## config.mk

```make
export PLATFORM = sky130hd
export DESIGN_NAME = axis_dma_top
export DESIGN_NICKNAME = d
export VERILOG_FILES = /design/src/hw/dma_pkg.sv /design/src/hw/ram_2p.sv /design/src/hw/fifo_sync.sv /design/src/hw/axis2axi_in.sv /design/src/hw/dma_apb_regs.sv /design/src/hw/axis_dma_top.sv
export SDC_FILE = /design/constraint.sdc
export NUM_CORES = 1
export LEC_CHECK = 0
export BUFFER_PORTS_ARGS = -buffer_cell sky130_fd_sc_hd__buf_2
export CORE_ASPECT_RATIO = 0.75
export CORE_MARGIN = 8
export CORE_UTILIZATION = 30
export DETAILED_ROUTE_END_ITERATION = 8
export PLACE_DENSITY = 0.53
export SLEW_MARGIN = 5
export SYNTH_ARGS = -nofsm -noshare
export SYNTH_HDL_FRONTEND = slang
export SYNTH_SLANG_ARGS = --single-unit
```

## constraint.sdc

```tcl
create_clock -name clk_i -period 7.8 [get_ports clk_i]
set_input_delay 0.39 -clock clk_i [delete_from_list [all_inputs] [get_ports clk_i]]
set_output_delay 0.39 -clock clk_i [all_outputs]
set_load 0.02 [all_outputs]
```

## src/hw/dma_pkg.sv

```systemverilog
package dma_pkg;

   // Stream word and AXI beat width, 4-byte beats only
   localparam int DATA_W = 32;

   // Writer FSM
   typedef enum logic [1:0] {
      wait_data  = 2'd0,
      start_xfer = 2'd1,
      xfer       = 2'd2,
      wait_bresp = 2'd3
   } wr_state_t;

   // APB register map, byte offsets
   localparam int REG_ADDR   = 'h0;
   localparam int REG_STATUS = 'h4;
   localparam int REG_BURSTS = 'h8;

   localparam int APB_ADDR_W = 4;

endpackage

```

## src/hw/ram_2p.sv

```systemverilog
`timescale 1ns/100ps

module ram_2p #(
   parameter int ADDR_W = 4,
   parameter int DATA_W = 32
) (
   input  logic              clk_i,
   input  logic              w_en_i,
   input  logic [ADDR_W-1:0] w_addr_i,
   input  logic [DATA_W-1:0] w_data_i,
   input  logic              r_en_i,
   input  logic [ADDR_W-1:0] r_addr_i,
   output logic [DATA_W-1:0] r_data_o
);

   logic [DATA_W-1:0] mem [2**ADDR_W];

   always_ff @(posedge clk_i) begin
      if (w_en_i) begin
         mem[w_addr_i] <= w_data_i;
      end
      // Read data holds until the next read
      if (r_en_i) begin
         r_data_o <= mem[r_addr_i];
      end
   end

endmodule

```

## src/hw/fifo_sync.sv

```systemverilog
`timescale 1ns/100ps

module fifo_sync #(
   parameter int ADDR_W = 4,
   parameter int DATA_W = 32
) (
   input  logic              clk_i,
   input  logic              rst_i,

   input  logic              w_en_i,
   input  logic [DATA_W-1:0] w_data_i,
   output logic              w_full_o,

   input  logic              r_en_i,
   output logic [DATA_W-1:0] r_data_o,
   output logic              r_empty_o,

   output logic [ADDR_W:0]   level_o,

   // Buffer RAM
   output logic              mem_w_en_o,
   output logic [ADDR_W-1:0] mem_w_addr_o,
   output logic [DATA_W-1:0] mem_w_data_o,
   output logic              mem_r_en_o,
   output logic [ADDR_W-1:0] mem_r_addr_o,
   input  logic [DATA_W-1:0] mem_r_data_i
);

   localparam int DEPTH = 2**ADDR_W;

   logic [ADDR_W-1:0] w_ptr_q;
   logic [ADDR_W-1:0] r_ptr_q;
   logic [ADDR_W:0]   level_q;
   logic              do_write;
   logic              do_read;

   assign w_full_o  = (level_q == (ADDR_W+1)'(DEPTH));
   assign r_empty_o = (level_q == '0);
   assign level_o   = level_q;

   // Writes while full and reads while empty are dropped
   assign do_write = w_en_i && !w_full_o;
   assign do_read  = r_en_i && !r_empty_o;

   always_ff @(posedge clk_i) begin
      if (rst_i) begin
         w_ptr_q <= '0;
         r_ptr_q <= '0;
         level_q <= '0;
      end else begin
         if (do_write) begin
            w_ptr_q <= w_ptr_q + 1'b1;
         end
         if (do_read) begin
            r_ptr_q <= r_ptr_q + 1'b1;
         end
         case ({do_write, do_read})
            2'b10:   level_q <= level_q + 1'b1;
            2'b01:   level_q <= level_q - 1'b1;
            default: level_q <= level_q;
         endcase
      end
   end

   assign mem_w_en_o   = do_write;
   assign mem_w_addr_o = w_ptr_q;
   assign mem_w_data_o = w_data_i;
   assign mem_r_en_o   = do_read;
   assign mem_r_addr_o = r_ptr_q;
   assign r_data_o     = mem_r_data_i;

endmodule

```

## src/hw/axis2axi_in.sv

```systemverilog
`timescale 1ns/100ps

module axis2axi_in import dma_pkg::*; #(
   parameter int AXI_ADDR_W = 16,
   parameter int BURST_W    = 3
) (
   input  logic                  clk_i,
   input  logic                  rst_i,

   // Configuration
   input  logic [AXI_ADDR_W-1:0] cfg_addr_i,
   input  logic                  cfg_valid_i,
   output logic                  cfg_ready_o,

   // Stream input
   input  logic [DATA_W-1:0]     axis_data_i,
   input  logic                  axis_valid_i,
   output logic                  axis_ready_o,

   // AXI write master
   output logic [AXI_ADDR_W-1:0] awaddr_o,
   output logic [7:0]            awlen_o,
   output logic                  awvalid_o,
   input  logic                  awready_i,
   output logic [DATA_W-1:0]     wdata_o,
   output logic                  wvalid_o,
   output logic                  wlast_o,
   input  logic                  wready_i,
   input  logic                  bvalid_i,
   input  logic [1:0]            bresp_i,

   // FIFO buffer RAM
   output logic                  mem_w_en_o,
   output logic [BURST_W:0]      mem_w_addr_o,
   output logic [DATA_W-1:0]     mem_w_data_o,
   output logic                  mem_r_en_o,
   output logic [BURST_W:0]      mem_r_addr_o,
   input  logic [DATA_W-1:0]     mem_r_data_i
);

   localparam int BURST_SIZE = 2**BURST_W;
   localparam int BUFFER_W   = BURST_W + 1;

   wr_state_t             state_q;
   wr_state_t             state_d;
   logic [AXI_ADDR_W-1:0] addr_q;
   logic [AXI_ADDR_W-1:0] addr_d;
   logic [BURST_W:0]      awlen_q;
   logic [BURST_W:0]      beat_q;

   logic [DATA_W-1:0]     fifo_data;
   logic                  fifo_empty;
   logic                  fifo_full;
   logic [BUFFER_W:0]     fifo_level;
   logic                  fifo_rd;

   logic                  normal_burst;
   logic                  last_burst;
   logic                  start;
   logic                  beat_done;
   logic                  burst_end;
   logic [BURST_W:0]      raw_len;
   logic [BURST_W:0]      burst_len;

   assign normal_burst = (fifo_level >= (BUFFER_W+1)'(BURST_SIZE));
   assign last_burst   = (fifo_level != '0) && !normal_burst && !axis_valid_i;
   assign start        = (state_q == wait_data) && (normal_burst || last_burst);

   assign beat_done = (state_q == xfer) && wready_i;
   assign burst_end = beat_done && wlast_o;

   always_comb begin
      raw_len = fifo_level[BURST_W:0];
      if (normal_burst) begin
         raw_len = (BURST_W+1)'(BURST_SIZE);
      end
   end

   // A burst may not run past the next 4 KB page
   generate
      if (AXI_ADDR_W >= 13) begin : g_boundary
         logic [12:0] words_left;

         assign words_left = (13'h1000 - {1'b0, addr_q[11:0]}) >> 2;
         assign burst_len  = (13'(raw_len) > words_left) ? words_left[BURST_W:0] : raw_len;
      end else begin : g_no_boundary
         assign burst_len = raw_len;
      end
   endgenerate

   // The read on start prefetches beat 0 into the RAM output register,
   // each accepted beat then fetches the next one
   assign fifo_rd = start || (beat_done && !wlast_o);

   always_comb begin
      state_d = state_q;
      addr_d  = addr_q;
      if (cfg_valid_i) begin
         addr_d = cfg_addr_i;
      end
      case (state_q)
         wait_data: begin
            if (start) begin
               state_d = start_xfer;
            end
         end
         start_xfer: begin
            if (awready_i) begin
               state_d = xfer;
            end
         end
         xfer: begin
            if (burst_end) begin
               addr_d  = addr_q + AXI_ADDR_W'((int'(awlen_q) + 1) * 4);
               state_d = wait_bresp;
            end
         end
         wait_bresp: begin
            // Response code is not checked
            if (bvalid_i) begin
               state_d = wait_data;
            end
         end
         default: state_d = wait_data;
      endcase
   end

   always_ff @(posedge clk_i) begin
      if (rst_i) begin
         state_q <= wait_data;
         addr_q  <= '0;
         awlen_q <= '0;
         beat_q  <= '0;
      end else begin
         state_q <= state_d;
         addr_q  <= addr_d;
         if (start) begin
            awlen_q <= burst_len - 1'b1;
         end
         if (state_q == wait_data) begin
            beat_q <= '0;
         end else if (beat_done) begin
            beat_q <= beat_q + 1'b1;
         end
      end
   end

   assign awaddr_o  = addr_q;
   assign awlen_o   = 8'(awlen_q);
   assign awvalid_o = (state_q == start_xfer);
   // Burst length never exceeds the FIFO level, so data is always there
   assign wvalid_o  = (state_q == xfer);
   assign wlast_o   = (state_q == xfer) && (beat_q == awlen_q);
   assign wdata_o   = fifo_data;

   assign axis_ready_o = !fifo_full;
   assign cfg_ready_o  = fifo_empty && (state_q == wait_data);

   fifo_sync #(
      .ADDR_W(BUFFER_W),
      .DATA_W(DATA_W)
   ) fifo_inst (
      .clk_i       (clk_i),
      .rst_i       (rst_i),
      .w_en_i      (axis_valid_i),
      .w_data_i    (axis_data_i),
      .w_full_o    (fifo_full),
      .r_en_i      (fifo_rd),
      .r_data_o    (fifo_data),
      .r_empty_o   (fifo_empty),
      .level_o     (fifo_level),
      .mem_w_en_o  (mem_w_en_o),
      .mem_w_addr_o(mem_w_addr_o),
      .mem_w_data_o(mem_w_data_o),
      .mem_r_en_o  (mem_r_en_o),
      .mem_r_addr_o(mem_r_addr_o),
      .mem_r_data_i(mem_r_data_i)
   );

endmodule

```

## src/hw/dma_apb_regs.sv

```systemverilog
`timescale 1ns/100ps

module dma_apb_regs import dma_pkg::*; #(
   parameter int AXI_ADDR_W = 16
) (
   input  logic                  clk_i,
   input  logic                  rst_i,

   // APB slave
   input  logic [APB_ADDR_W-1:0] paddr_i,
   input  logic                  psel_i,
   input  logic                  penable_i,
   input  logic                  pwrite_i,
   input  logic [31:0]           pwdata_i,
   output logic [31:0]           prdata_o,
   output logic                  pready_o,
   output logic                  pslverr_o,

   // Writer configuration
   output logic [AXI_ADDR_W-1:0] cfg_addr_o,
   output logic                  cfg_valid_o,
   input  logic                  cfg_ready_i,
   input  logic                  bvalid_i
);

   logic [AXI_ADDR_W-1:0] addr_q;
   logic                  cfg_valid_q;
   logic [31:0]           bursts_q;
   logic                  addr_wr;
   logic                  rd_setup;

   assign addr_wr  = psel_i && penable_i && pwrite_i && (paddr_i == APB_ADDR_W'(REG_ADDR));
   // Read data is captured in the setup phase, ready for the access phase
   assign rd_setup = psel_i && !penable_i && !pwrite_i;

   always_ff @(posedge clk_i) begin
      if (rst_i) begin
         addr_q      <= '0;
         cfg_valid_q <= 1'b0;
         bursts_q    <= '0;
         prdata_o    <= '0;
      end else begin
         if (addr_wr) begin
            addr_q      <= pwdata_i[AXI_ADDR_W-1:0];
            cfg_valid_q <= 1'b1;
            bursts_q    <= '0;
         end else begin
            if (cfg_valid_q && cfg_ready_i) begin
               cfg_valid_q <= 1'b0;
            end
            if (bvalid_i) begin
               bursts_q <= bursts_q + 1'b1;
            end
         end
         if (rd_setup) begin
            case (paddr_i)
               APB_ADDR_W'(REG_ADDR):   prdata_o <= 32'(addr_q);
               APB_ADDR_W'(REG_STATUS): prdata_o <= {30'd0, cfg_valid_q, cfg_ready_i};
               APB_ADDR_W'(REG_BURSTS): prdata_o <= bursts_q;
               default:                 prdata_o <= '0;
            endcase
         end
      end
   end

   // No wait states, no error responses
   assign pready_o  = 1'b1;
   assign pslverr_o = 1'b0;

   assign cfg_addr_o  = addr_q;
   assign cfg_valid_o = cfg_valid_q;

endmodule

```

## src/hw/axis_dma_top.sv

```systemverilog
`timescale 1ns/100ps

module axis_dma_top import dma_pkg::*; #(
   parameter int AXI_ADDR_W = 16,
   parameter int BURST_W    = 3
) (
   input  logic                  clk_i,
   input  logic                  rst_i,

   // APB slave
   input  logic [APB_ADDR_W-1:0] paddr_i,
   input  logic                  psel_i,
   input  logic                  penable_i,
   input  logic                  pwrite_i,
   input  logic [31:0]           pwdata_i,
   output logic [31:0]           prdata_o,
   output logic                  pready_o,
   output logic                  pslverr_o,

   // Stream input
   input  logic [DATA_W-1:0]     axis_data_i,
   input  logic                  axis_valid_i,
   output logic                  axis_ready_o,

   // AXI write master
   output logic [AXI_ADDR_W-1:0] awaddr_o,
   output logic [7:0]            awlen_o,
   output logic                  awvalid_o,
   input  logic                  awready_i,
   output logic [DATA_W-1:0]     wdata_o,
   output logic                  wvalid_o,
   output logic                  wlast_o,
   input  logic                  wready_i,
   input  logic                  bvalid_i,
   input  logic [1:0]            bresp_i
);

   localparam int BUFFER_W = BURST_W + 1;

   logic [AXI_ADDR_W-1:0] cfg_addr;
   logic                  cfg_valid;
   logic                  cfg_ready;

   logic                  mem_w_en;
   logic [BUFFER_W-1:0]   mem_w_addr;
   logic [DATA_W-1:0]     mem_w_data;
   logic                  mem_r_en;
   logic [BUFFER_W-1:0]   mem_r_addr;
   logic [DATA_W-1:0]     mem_r_data;

   dma_apb_regs #(
      .AXI_ADDR_W(AXI_ADDR_W)
   ) dma_apb_regs_inst (
      .clk_i      (clk_i),
      .rst_i      (rst_i),
      .paddr_i    (paddr_i),
      .psel_i     (psel_i),
      .penable_i  (penable_i),
      .pwrite_i   (pwrite_i),
      .pwdata_i   (pwdata_i),
      .prdata_o   (prdata_o),
      .pready_o   (pready_o),
      .pslverr_o  (pslverr_o),
      .cfg_addr_o (cfg_addr),
      .cfg_valid_o(cfg_valid),
      .cfg_ready_i(cfg_ready),
      .bvalid_i   (bvalid_i)
   );

   axis2axi_in #(
      .AXI_ADDR_W(AXI_ADDR_W),
      .BURST_W   (BURST_W)
   ) axis2axi_in_inst (
      .clk_i       (clk_i),
      .rst_i       (rst_i),
      .cfg_addr_i  (cfg_addr),
      .cfg_valid_i (cfg_valid),
      .cfg_ready_o (cfg_ready),
      .axis_data_i (axis_data_i),
      .axis_valid_i(axis_valid_i),
      .axis_ready_o(axis_ready_o),
      .awaddr_o    (awaddr_o),
      .awlen_o     (awlen_o),
      .awvalid_o   (awvalid_o),
      .awready_i   (awready_i),
      .wdata_o     (wdata_o),
      .wvalid_o    (wvalid_o),
      .wlast_o     (wlast_o),
      .wready_i    (wready_i),
      .bvalid_i    (bvalid_i),
      .bresp_i     (bresp_i),
      .mem_w_en_o  (mem_w_en),
      .mem_w_addr_o(mem_w_addr),
      .mem_w_data_o(mem_w_data),
      .mem_r_en_o  (mem_r_en),
      .mem_r_addr_o(mem_r_addr),
      .mem_r_data_i(mem_r_data)
   );

   // FIFO storage
   ram_2p #(
      .ADDR_W(BUFFER_W),
      .DATA_W(DATA_W)
   ) ram_2p_inst (
      .clk_i   (clk_i),
      .w_en_i  (mem_w_en),
      .w_addr_i(mem_w_addr),
      .w_data_i(mem_w_data),
      .r_en_i  (mem_r_en),
      .r_addr_i(mem_r_addr),
      .r_data_o(mem_r_data)
   );

endmodule

```

==> flow_metrics.env, run 1 <==
export IMPL_outcome="finished, final reports clean"
export IMPL_worstSetupEndpointType="flip-flop"
export IMPL_startpoint_type="flip-flop"
export IMPL_final_setup_worst_slack_ns=3.854
export IMPL_ir_drop_uv=200.1
export IMPL_synth_simple_area_share_pct=5.485
export IMPL_cts_root_buf="clkbuf_16"
export IMPL_final_instance_count_excl_fill=2842
export IMPL_path_class="flip-flop to flip-flop"
export IMPL_synth_common_cells="edfxtp_1 (544), mux4_2 (160), nor2_1 (132)"
export IMPL_vias=13880
export IMPL_synthArstFlopShare_pct=0
export IMPL_pre_cts_slack_ns=3.849
export IMPL_syn_to_final_growth_pct=17.28
export IMPL_yosysTopAreaCell="edfxtp_1"
export IMPL_ff_latch_area_um2=18750
export IMPL_tns_ns=0
export IMPL_cts_max_level=3
export IMPL_fill_cells=8066
export IMPL_arrival_ns=4.48
export IMPL_grt_max_degree=89
export IMPL_synth_fa_ha_area_share_pct=1.400
export IMPL_die_h_um=271.4
export IMPL_skew_ns=0.02036
export IMPL_routed_wl_um=63020
export IMPL_die_w_um=356.5
export IMPL_syn_area_per_cell_um2=17.87
export IMPL_drcViolationCount=0
export IMPL_crit_required_ns=8.34
export IMPL_gp_congestion=0.7914
export IMPL_clock_sinks=664
export IMPL_hp_class="input port to flip-flop"
export IMPL_clkPwrFrac_pct=37.0
export IMPL_core_area_um2=85990
export IMPL_cts_clk_slew_worst_paths_ns=0.06
export IMPL_synth_seq_cells=664
export IMPL_grt_met1_usage_pct=18.30
export IMPL_drive_gt1_share_pct=27.74
export IMPL_synth_xor_area_share_pct=1.745
export IMPL_synth_distinct_cells=66
export IMPL_multi_input_area_um2=7092
export IMPL_powerDensity_nw_per_um2=280.6
export IMPL_synth_most_common_cell="edfxtp_1"
export IMPL_grt_overflow_total=0
export IMPL_synth_top_family_by_area="multiplexers"
export IMPL_global_route_usage_total_pct=12.86
export IMPL_fmax_ghz=0.2534
export IMPL_synth_ff_type="edfxtp_1"
export IMPL_clock_latency_ns=0.61
export IMPL_drtPass1Iterations=5
export IMPL_postRouteAntennaNets=0
export IMPL_p_leak_nw=9.851
export IMPL_netlist_top_cells_area="edfxtp_1 (63%), mux4_2 (14%), dfxtp_1 (9.2%)"
export IMPL_rsz0062_at_grt="false"
export IMPL_cts_tree="built"
export IMPL_p_int_mw=6.412
export IMPL_dieArea_um2=96770
export IMPL_power_frac_comb_pct=15.1
export IMPL_cp_max_fo=35
export IMPL_ys_warnings_count=0
export IMPL_post_cts_setup_buffers=0
export IMPL_gr_usage_met2_pct=19.95
export IMPL_finalCritPeriodShare_pct=50.59
export IMPL_rows=93
export IMPL_pin_count=173
export IMPL_muxShareOfSynthArea_pct=14.36
export IMPL_yosysSeqAreaShare_pct=71.81
export IMPL_portBuffers=148
export IMPL_clockBufferDepth=3
export IMPL_finalPower_mw=8.588
export IMPL_dpl_hpwl_um=35660
export IMPL_worst_pin_slew_ns=1.199
export IMPL_sw_frac_of_total_pct=25.34
export IMPL_grt_pass1_wl_um=93990
export IMPL_synth_top_cell_area_share_pct=62.60
export IMPL_slew_viol_final=0
export IMPL_design_area_um2=30600
export IMPL_synthCells=1460
export IMPL_drt_first_iter_violations=1142
export IMPL_routedWlPerCell_um=22.18
export IMPL_pwr_share_seq_pct=47.9
export IMPL_p_sw_mw=2.177
export IMPL_syn_area_um2=26090
export IMPL_grtUsageMet3_pct=2.855
export IMPL_cts_resized=0
export IMPL_synth_edf_count=544
export IMPL_fin_nets=1753
export IMPL_first_global_vias=14360
export IMPL_hold_violations=0
export IMPL_grt_antenna_before_repair=9
export IMPL_start_util_pct=30.34
export IMPL_drv_cap=0
export IMPL_postCtsHoldBufs=13
export IMPL_top_usage_layer="met2"
export IMPL_place_area_um2=28290
export IMPL_cts_inserted_buffers=69
export IMPL_setup_viol=0
export IMPL_synth_compound_area_share_pct=3.639
export IMPL_relSlewSlack_pct=19.63
export IMPL_via_per_inst=4.883
export IMPL_placed_cells=2702
export IMPL_finalCriticalPeriod_ns=3.946
==> worst paths after layout <==
check,from,slack (ns),cells after the start,end
min reg2reg,dma_apb_regs_inst.prdata_o[6]$_SDFFE_PP0P_,0.48,2,dma_apb_regs_inst.prdata_o[6]$_SDFFE_PP0P_
min,pwdata_i[8],0.05,3,dma_apb_regs_inst.cfg_addr_o[8]$_SDFFE_PP0P_
max,axis2axi_in_inst.fifo_inst.level_o[0]$_SDFFE_PP0P_,3.85,12,axis2axi_in_inst.fifo_inst.level_o[4]$_SDFFE_PP0P_
max reg2reg,axis2axi_in_inst.fifo_inst.level_o[0]$_SDFFE_PP0P_,3.85,12,axis2axi_in_inst.fifo_inst.level_o[4]$_SDFFE_PP0P_
==> power by group through the flow <==
stage	Clock, mW	Sequential, mW	Combinational [mW]
floorplan	0	4.17	0.950
global placement	0	4.19	1.31
detailed placement	0	4.19	1.33
CTS	3.28	4.12	1.34
global route	3.41	4.13	1.42
finish	3.18	4.11	1.30
==> cells in the final DEF (no fill, tap or decap), types with 16 or more instances in the layout <==
cell type,instances
ha_1,26
a21oi_1,56
a22oi_1,31
edfxtp_1,544
nor2_1,119
clkbuf_16,70
nand2_1,68
mux4_2,160
dfxtp_1,116
buf_4,27
inv_1,16
buf_2,148
xor2_1,32
nand3_1,18
xnor2_1,20
==> layout make-up <==
class	instances	share of cell area, %
clock inverter	36	1.038
timing repair buffer	189	3.573
sequential	664	61.26
tap	1140	4.661
antenna	4	0.03271
inverter	16	0.1962
multi-input combinational	706	23.17
clock buffer	87	6.063
==> cell families after synthesis <==
group / count (synthesis)
xor+xnor: 52
simple gates: 303
compound gates: 143
fa+ha+maj: 28
flops: 664
buf+inv: 94
mux: 174
other cells: 2
==> flip-flops by register name (all words and copies together), names as in the netlist, 5 cells and up <==
signal,count
ram_2p_inst.mem,512
axis2axi_in_inst.fifo_inst.level_o,5
dma_apb_regs_inst.prdata_o,32
dma_apb_regs_inst.bursts_q,32
axis2axi_in_inst.awaddr_o,16
ram_2p_inst.r_data_o,32
dma_apb_regs_inst.cfg_addr_o,16
==> worst max-delay path, cell delays in order, from the launching register on <==
cell and delay, ns:
dfxtp_1 0.44, nor3_1 0.12, o21ai_0 0.65, a2bb2oi_1 0.30, nor2_4 0.12, buf_4 0.58, ha_1 0.43, ha_1 0.32
a21o_1 0.18, a21oi_1 0.19, xor2_1 0.09, or3_1 0.31, a21oi_1 0.13
==> metal layers <==
metal	vias up	share of wire (%)
li1	6156	-
met1	7301	47
met2	314	46
met3	100	5.2
met4	6	2.0
met5	-	0.059
==> stage by stage <==
| stage | utilization [%] | hold slack [ns] |
|---|---|---|
| 2_1_floorplan | - | 0.4406 |
| 3_3_place_gp | 32.90 | 0.4713 |
| 3_5_place_dp | 32.90 | 0.4768 |
| 4_1_cts | 35.57 | 0.001486 |
| 5_1_grt | 35.58 | 0.006246 |
| 6_report | 35.59 | 0.04535 |
(Power assumes the default switching activity.)
==> run 2, diff against run 1 <==
- ABC_AREA: default -> 1
- clock period: 7.8 -> 3.9 ns (I/O delays scaled with it)
==> run 2 against run 1 <==
  * Sequential share of layout area shrank 3.2 points
  * Synthesized cell count grew 51%
  * Sequential power grew 100%
  * Total power grew 120%
  * Clock power grew 110%
  * Core utilization grew 0.45 points
  * Critical path depth grew 5
  * Register-to-register slack lost 3.2 ns
  * Final cell count grew 29%
  * Largest cell class unchanged
==> flow_metrics.env, run 2 <==
export IMPL_synth_simple_area_share_pct=10.34
export IMPL_cts_inserted_buffers=69
export IMPL_crit_required_ns=4.38
export IMPL_slew_viol_final=0
export IMPL_synth_edf_count=544
export IMPL_holdWs_ns=0.06512
export IMPL_post_cts_setup_buffers=0
export IMPL_gp_congestion=0.8039
export IMPL_drv_cap=0
export IMPL_path_class="flip-flop to flip-flop"
export IMPL_synth_seq_cells=664
export IMPL_syn_area_per_cell_um2=12.32
export IMPL_grt_pass1_wl_um=109900
export IMPL_pre_cts_slack_ns=0.6724
export IMPL_grt_overflow_total=0
export IMPL_rows=95
export IMPL_vias=18040
export IMPL_die_h_um=276.7
export IMPL_ys_warnings_count=0
export IMPL_postCtsHoldBufs=52
export IMPL_fill_cells=8716
export IMPL_synthArstFlopShare_pct=0
export IMPL_outcome="finished, final reports clean"
export IMPL_clock_sinks=664
export IMPL_postRouteAntennaNets=0
export IMPL_routed_wl_um=73010
export IMPL_cts_tree="built"
export IMPL_fin_nets=2495
export IMPL_syn_to_final_growth_pct=18.83
export IMPL_grt_antenna_before_repair=2
export IMPL_hold_violations=0
export IMPL_final_instance_count_excl_fill=3656
export IMPL_cts_resized=0
export IMPL_core_area_um2=89620
export IMPL_synth_most_common_cell="edfxtp_1"
export IMPL_synth_fa_ha_area_share_pct=1.344
export IMPL_setup_viol=0
export IMPL_drtPass1Iterations=6
export IMPL_worstSetupEndpointType="flip-flop"
export IMPL_skew_ns=0.03102
export IMPL_arrival_ns=3.73
export IMPL_cts_max_level=3
export IMPL_syn_area_um2=27180
export IMPL_synth_ff_type="edfxtp_1"
export IMPL_netlist_top_cells_area="edfxtp_1 (60%), dfxtp_1 (8.8%), o21ai_0 (4.1%)"
export IMPL_design_area_um2=32300
export IMPL_final_setup_worst_slack_ns=0.6526
export IMPL_dpl_hpwl_um=42280
export IMPL_drt_first_iter_violations=1531
export IMPL_cp_max_fo=6
export IMPL_first_global_vias=17900
export IMPL_yosysSeqAreaShare_pct=68.94
export IMPL_finalCriticalPeriod_ns=3.247
export IMPL_tns_ns=0
export IMPL_cts_clk_slew_worst_paths_ns=0.06
export IMPL_largest_reg_flops=512
export IMPL_portBuffers=148
export IMPL_cts_root_buf="clkbuf_16"
export IMPL_synth_top_family_by_area="compound AO/OA/AOI/OAI gates"
export IMPL_finalCritPeriodShare_pct=83.27
export IMPL_synth_compound_area_share_pct=10.95
export IMPL_yosysTopAreaCell="edfxtp_1"
export IMPL_rsz0062_at_grt="false"
export IMPL_routedWlPerCell_um=19.97
export IMPL_place_area_um2=29470
export IMPL_mostFrequentLayoutCells="edfxtp_1 (544), nor2_1 (271), nand2_1 (225)"
export IMPL_largest_register="ram_2p_inst.mem"
export IMPL_drcViolationCount=0
export IMPL_synthCells=2207
export IMPL_startpoint_type="flip-flop"
export IMPL_pin_count=173
export IMPL_worst_pin_slew_ns=1.217
export IMPL_clockBufferDepth=3
export IMPL_placed_cells=3477
export IMPL_clock_latency_ns=0.61
export IMPL_dieArea_um2=100600
export IMPL_fmax_ghz=0.3079
export IMPL_muxShareOfSynthArea_pct=3.904
export IMPL_grt_max_degree=177
export IMPL_powerDensity_nw_per_um2=583.8
export IMPL_ir_drop_uv=426.0
export IMPL_synth_distinct_cells=52
export IMPL_layout_commonest_cell="edfxtp_1"
export IMPL_synth_common_cells="edfxtp_1 (544), nor2_1 (287), nand2_1 (225)"
export IMPL_synth_top_cell_area_share_pct=60.10
export IMPL_drive_gt1_share_pct=14.21
export IMPL_hp_class="input port to flip-flop"
export IMPL_p_leak_nw=10.84
export IMPL_synth_xor_area_share_pct=0.8056
export IMPL_start_util_pct=30.33
export IMPL_via_per_inst=4.935
export IMPL_global_route_usage_total_pct=14.01
export IMPL_die_w_um=363.6
export IMPL_relSlewSlack_pct=18.80
[run 2: changes by cell type after synthesis, sizes merged, moves of 57 or more]
cell / previous run / this run
o21ai: 13 / 224
nand2: 68 / 234
nor2: 132 / 296
mux4: 160 / 0
o221ai: 0 / 109
inv: 16 / 109
mux2i: 14 / 106
nand3: 18 / 75
[run 2: kinds of logic (layout without fill, tap and decap cells)]
kind of cell | after synthesis | after routing
xor+xnor | 25 | 25
flops | 664 | 664
buf+inv | 243 | 474
compound gates | 483 | 483
mux | 106 | 106
fa+ha+maj | 28 | 28
other cells | 2 | 8
simple gates | 656 | 656
[run 2: metal layers]
layer / vias to the layer above / share of wire [%] / GRT usage, %
met5: - / 0 / 0
met4: 0 / 2.3 / 3.635
met3: 105 / 5.5 / 2.732
met2: 473 / 45 / 21.73
met1: 9020 / 47 / 19.97
li1: 8443 / - / -
[run 2: final cells by class]
| cell class | count | area, um2 | share of cell area (%) |
|---|---|---|---|
| Inverter | 111 | 419.2 | 1.298 |
| Clock inverter | 37 | 361.6 | 1.120 |
| Clock buffer | 88 | 1946 | 6.024 |
| Multi-Input combinational cell | 1304 | 7580 | 23.47 |
| Antenna cell | 2 | 5.005 | 0.01549 |
| Tap cell | 1212 | 1516 | 4.695 |
| Timing Repair Buffer | 238 | 1722 | 5.330 |
| Sequential cell | 664 | 18750 | 58.05 |
[run 2: worst paths after layout]
kind,slack (ns),cells after the start,startpoint,to
worst min-delay path,0.07,3,axis_valid_i,axis2axi_in_inst.fifo_inst.mem_w_addr_o[1]$_SDFFE_PP0P_
worst max register to register,0.65,17,axis2axi_in_inst.fifo_inst.level_o[1]$_SDFFE_PP0P_,axis2axi_in_inst.fifo_inst.level_o[4]$_SDFFE_PP0P_
worst min register to register,0.46,2,dma_apb_regs_inst.prdata_o[7]$_SDFFE_PP0P_,dma_apb_regs_inst.prdata_o[7]$_SDFFE_PP0P_
worst max-delay path,0.65,17,axis2axi_in_inst.fifo_inst.level_o[1]$_SDFFE_PP0P_,axis2axi_in_inst.fifo_inst.level_o[4]$_SDFFE_PP0P_
[run 2: worst max-delay path, stage by stage, from the launching register on]
cell,delay (ns)
dfxtp_1,0.38
inv_1,0.09
nand3_1,0.11
nor2_1,0.06
o21ai_0,0.31
nand2_1,0.21
o21ai_0,0.14
nand2_1,0.16
inv_2,0.09
ha_1,0.28
ha_1,0.33
a21o_1,0.18
a21oi_1,0.14
inv_1,0.08
a21oi_1,0.16
o21ai_0,0.15
o21ai_0,0.17
a21oi_1,0.06
[run 2: stage by stage]
step                      total power [mW]  util [%]
after global routing                 19.75     36.03
after CTS                            19.12     36.03
after floorplan                      11.08         -
after global placement               12.24     32.88
after detailed placement             12.33     32.88
final                                18.86     36.04
[run 2: where the power goes]
| part | internal, mW | leakage [nW] | switching (mW) |
|---|---|---|---|
| clock network | 3.94 | 1.12 | 2.74 |
| registers | 8.16 | 5.90 | 0.242 |
| logic | 1.21 | 3.82 | 2.57 |
| total | 13.3 | 10.8 | 5.55 |
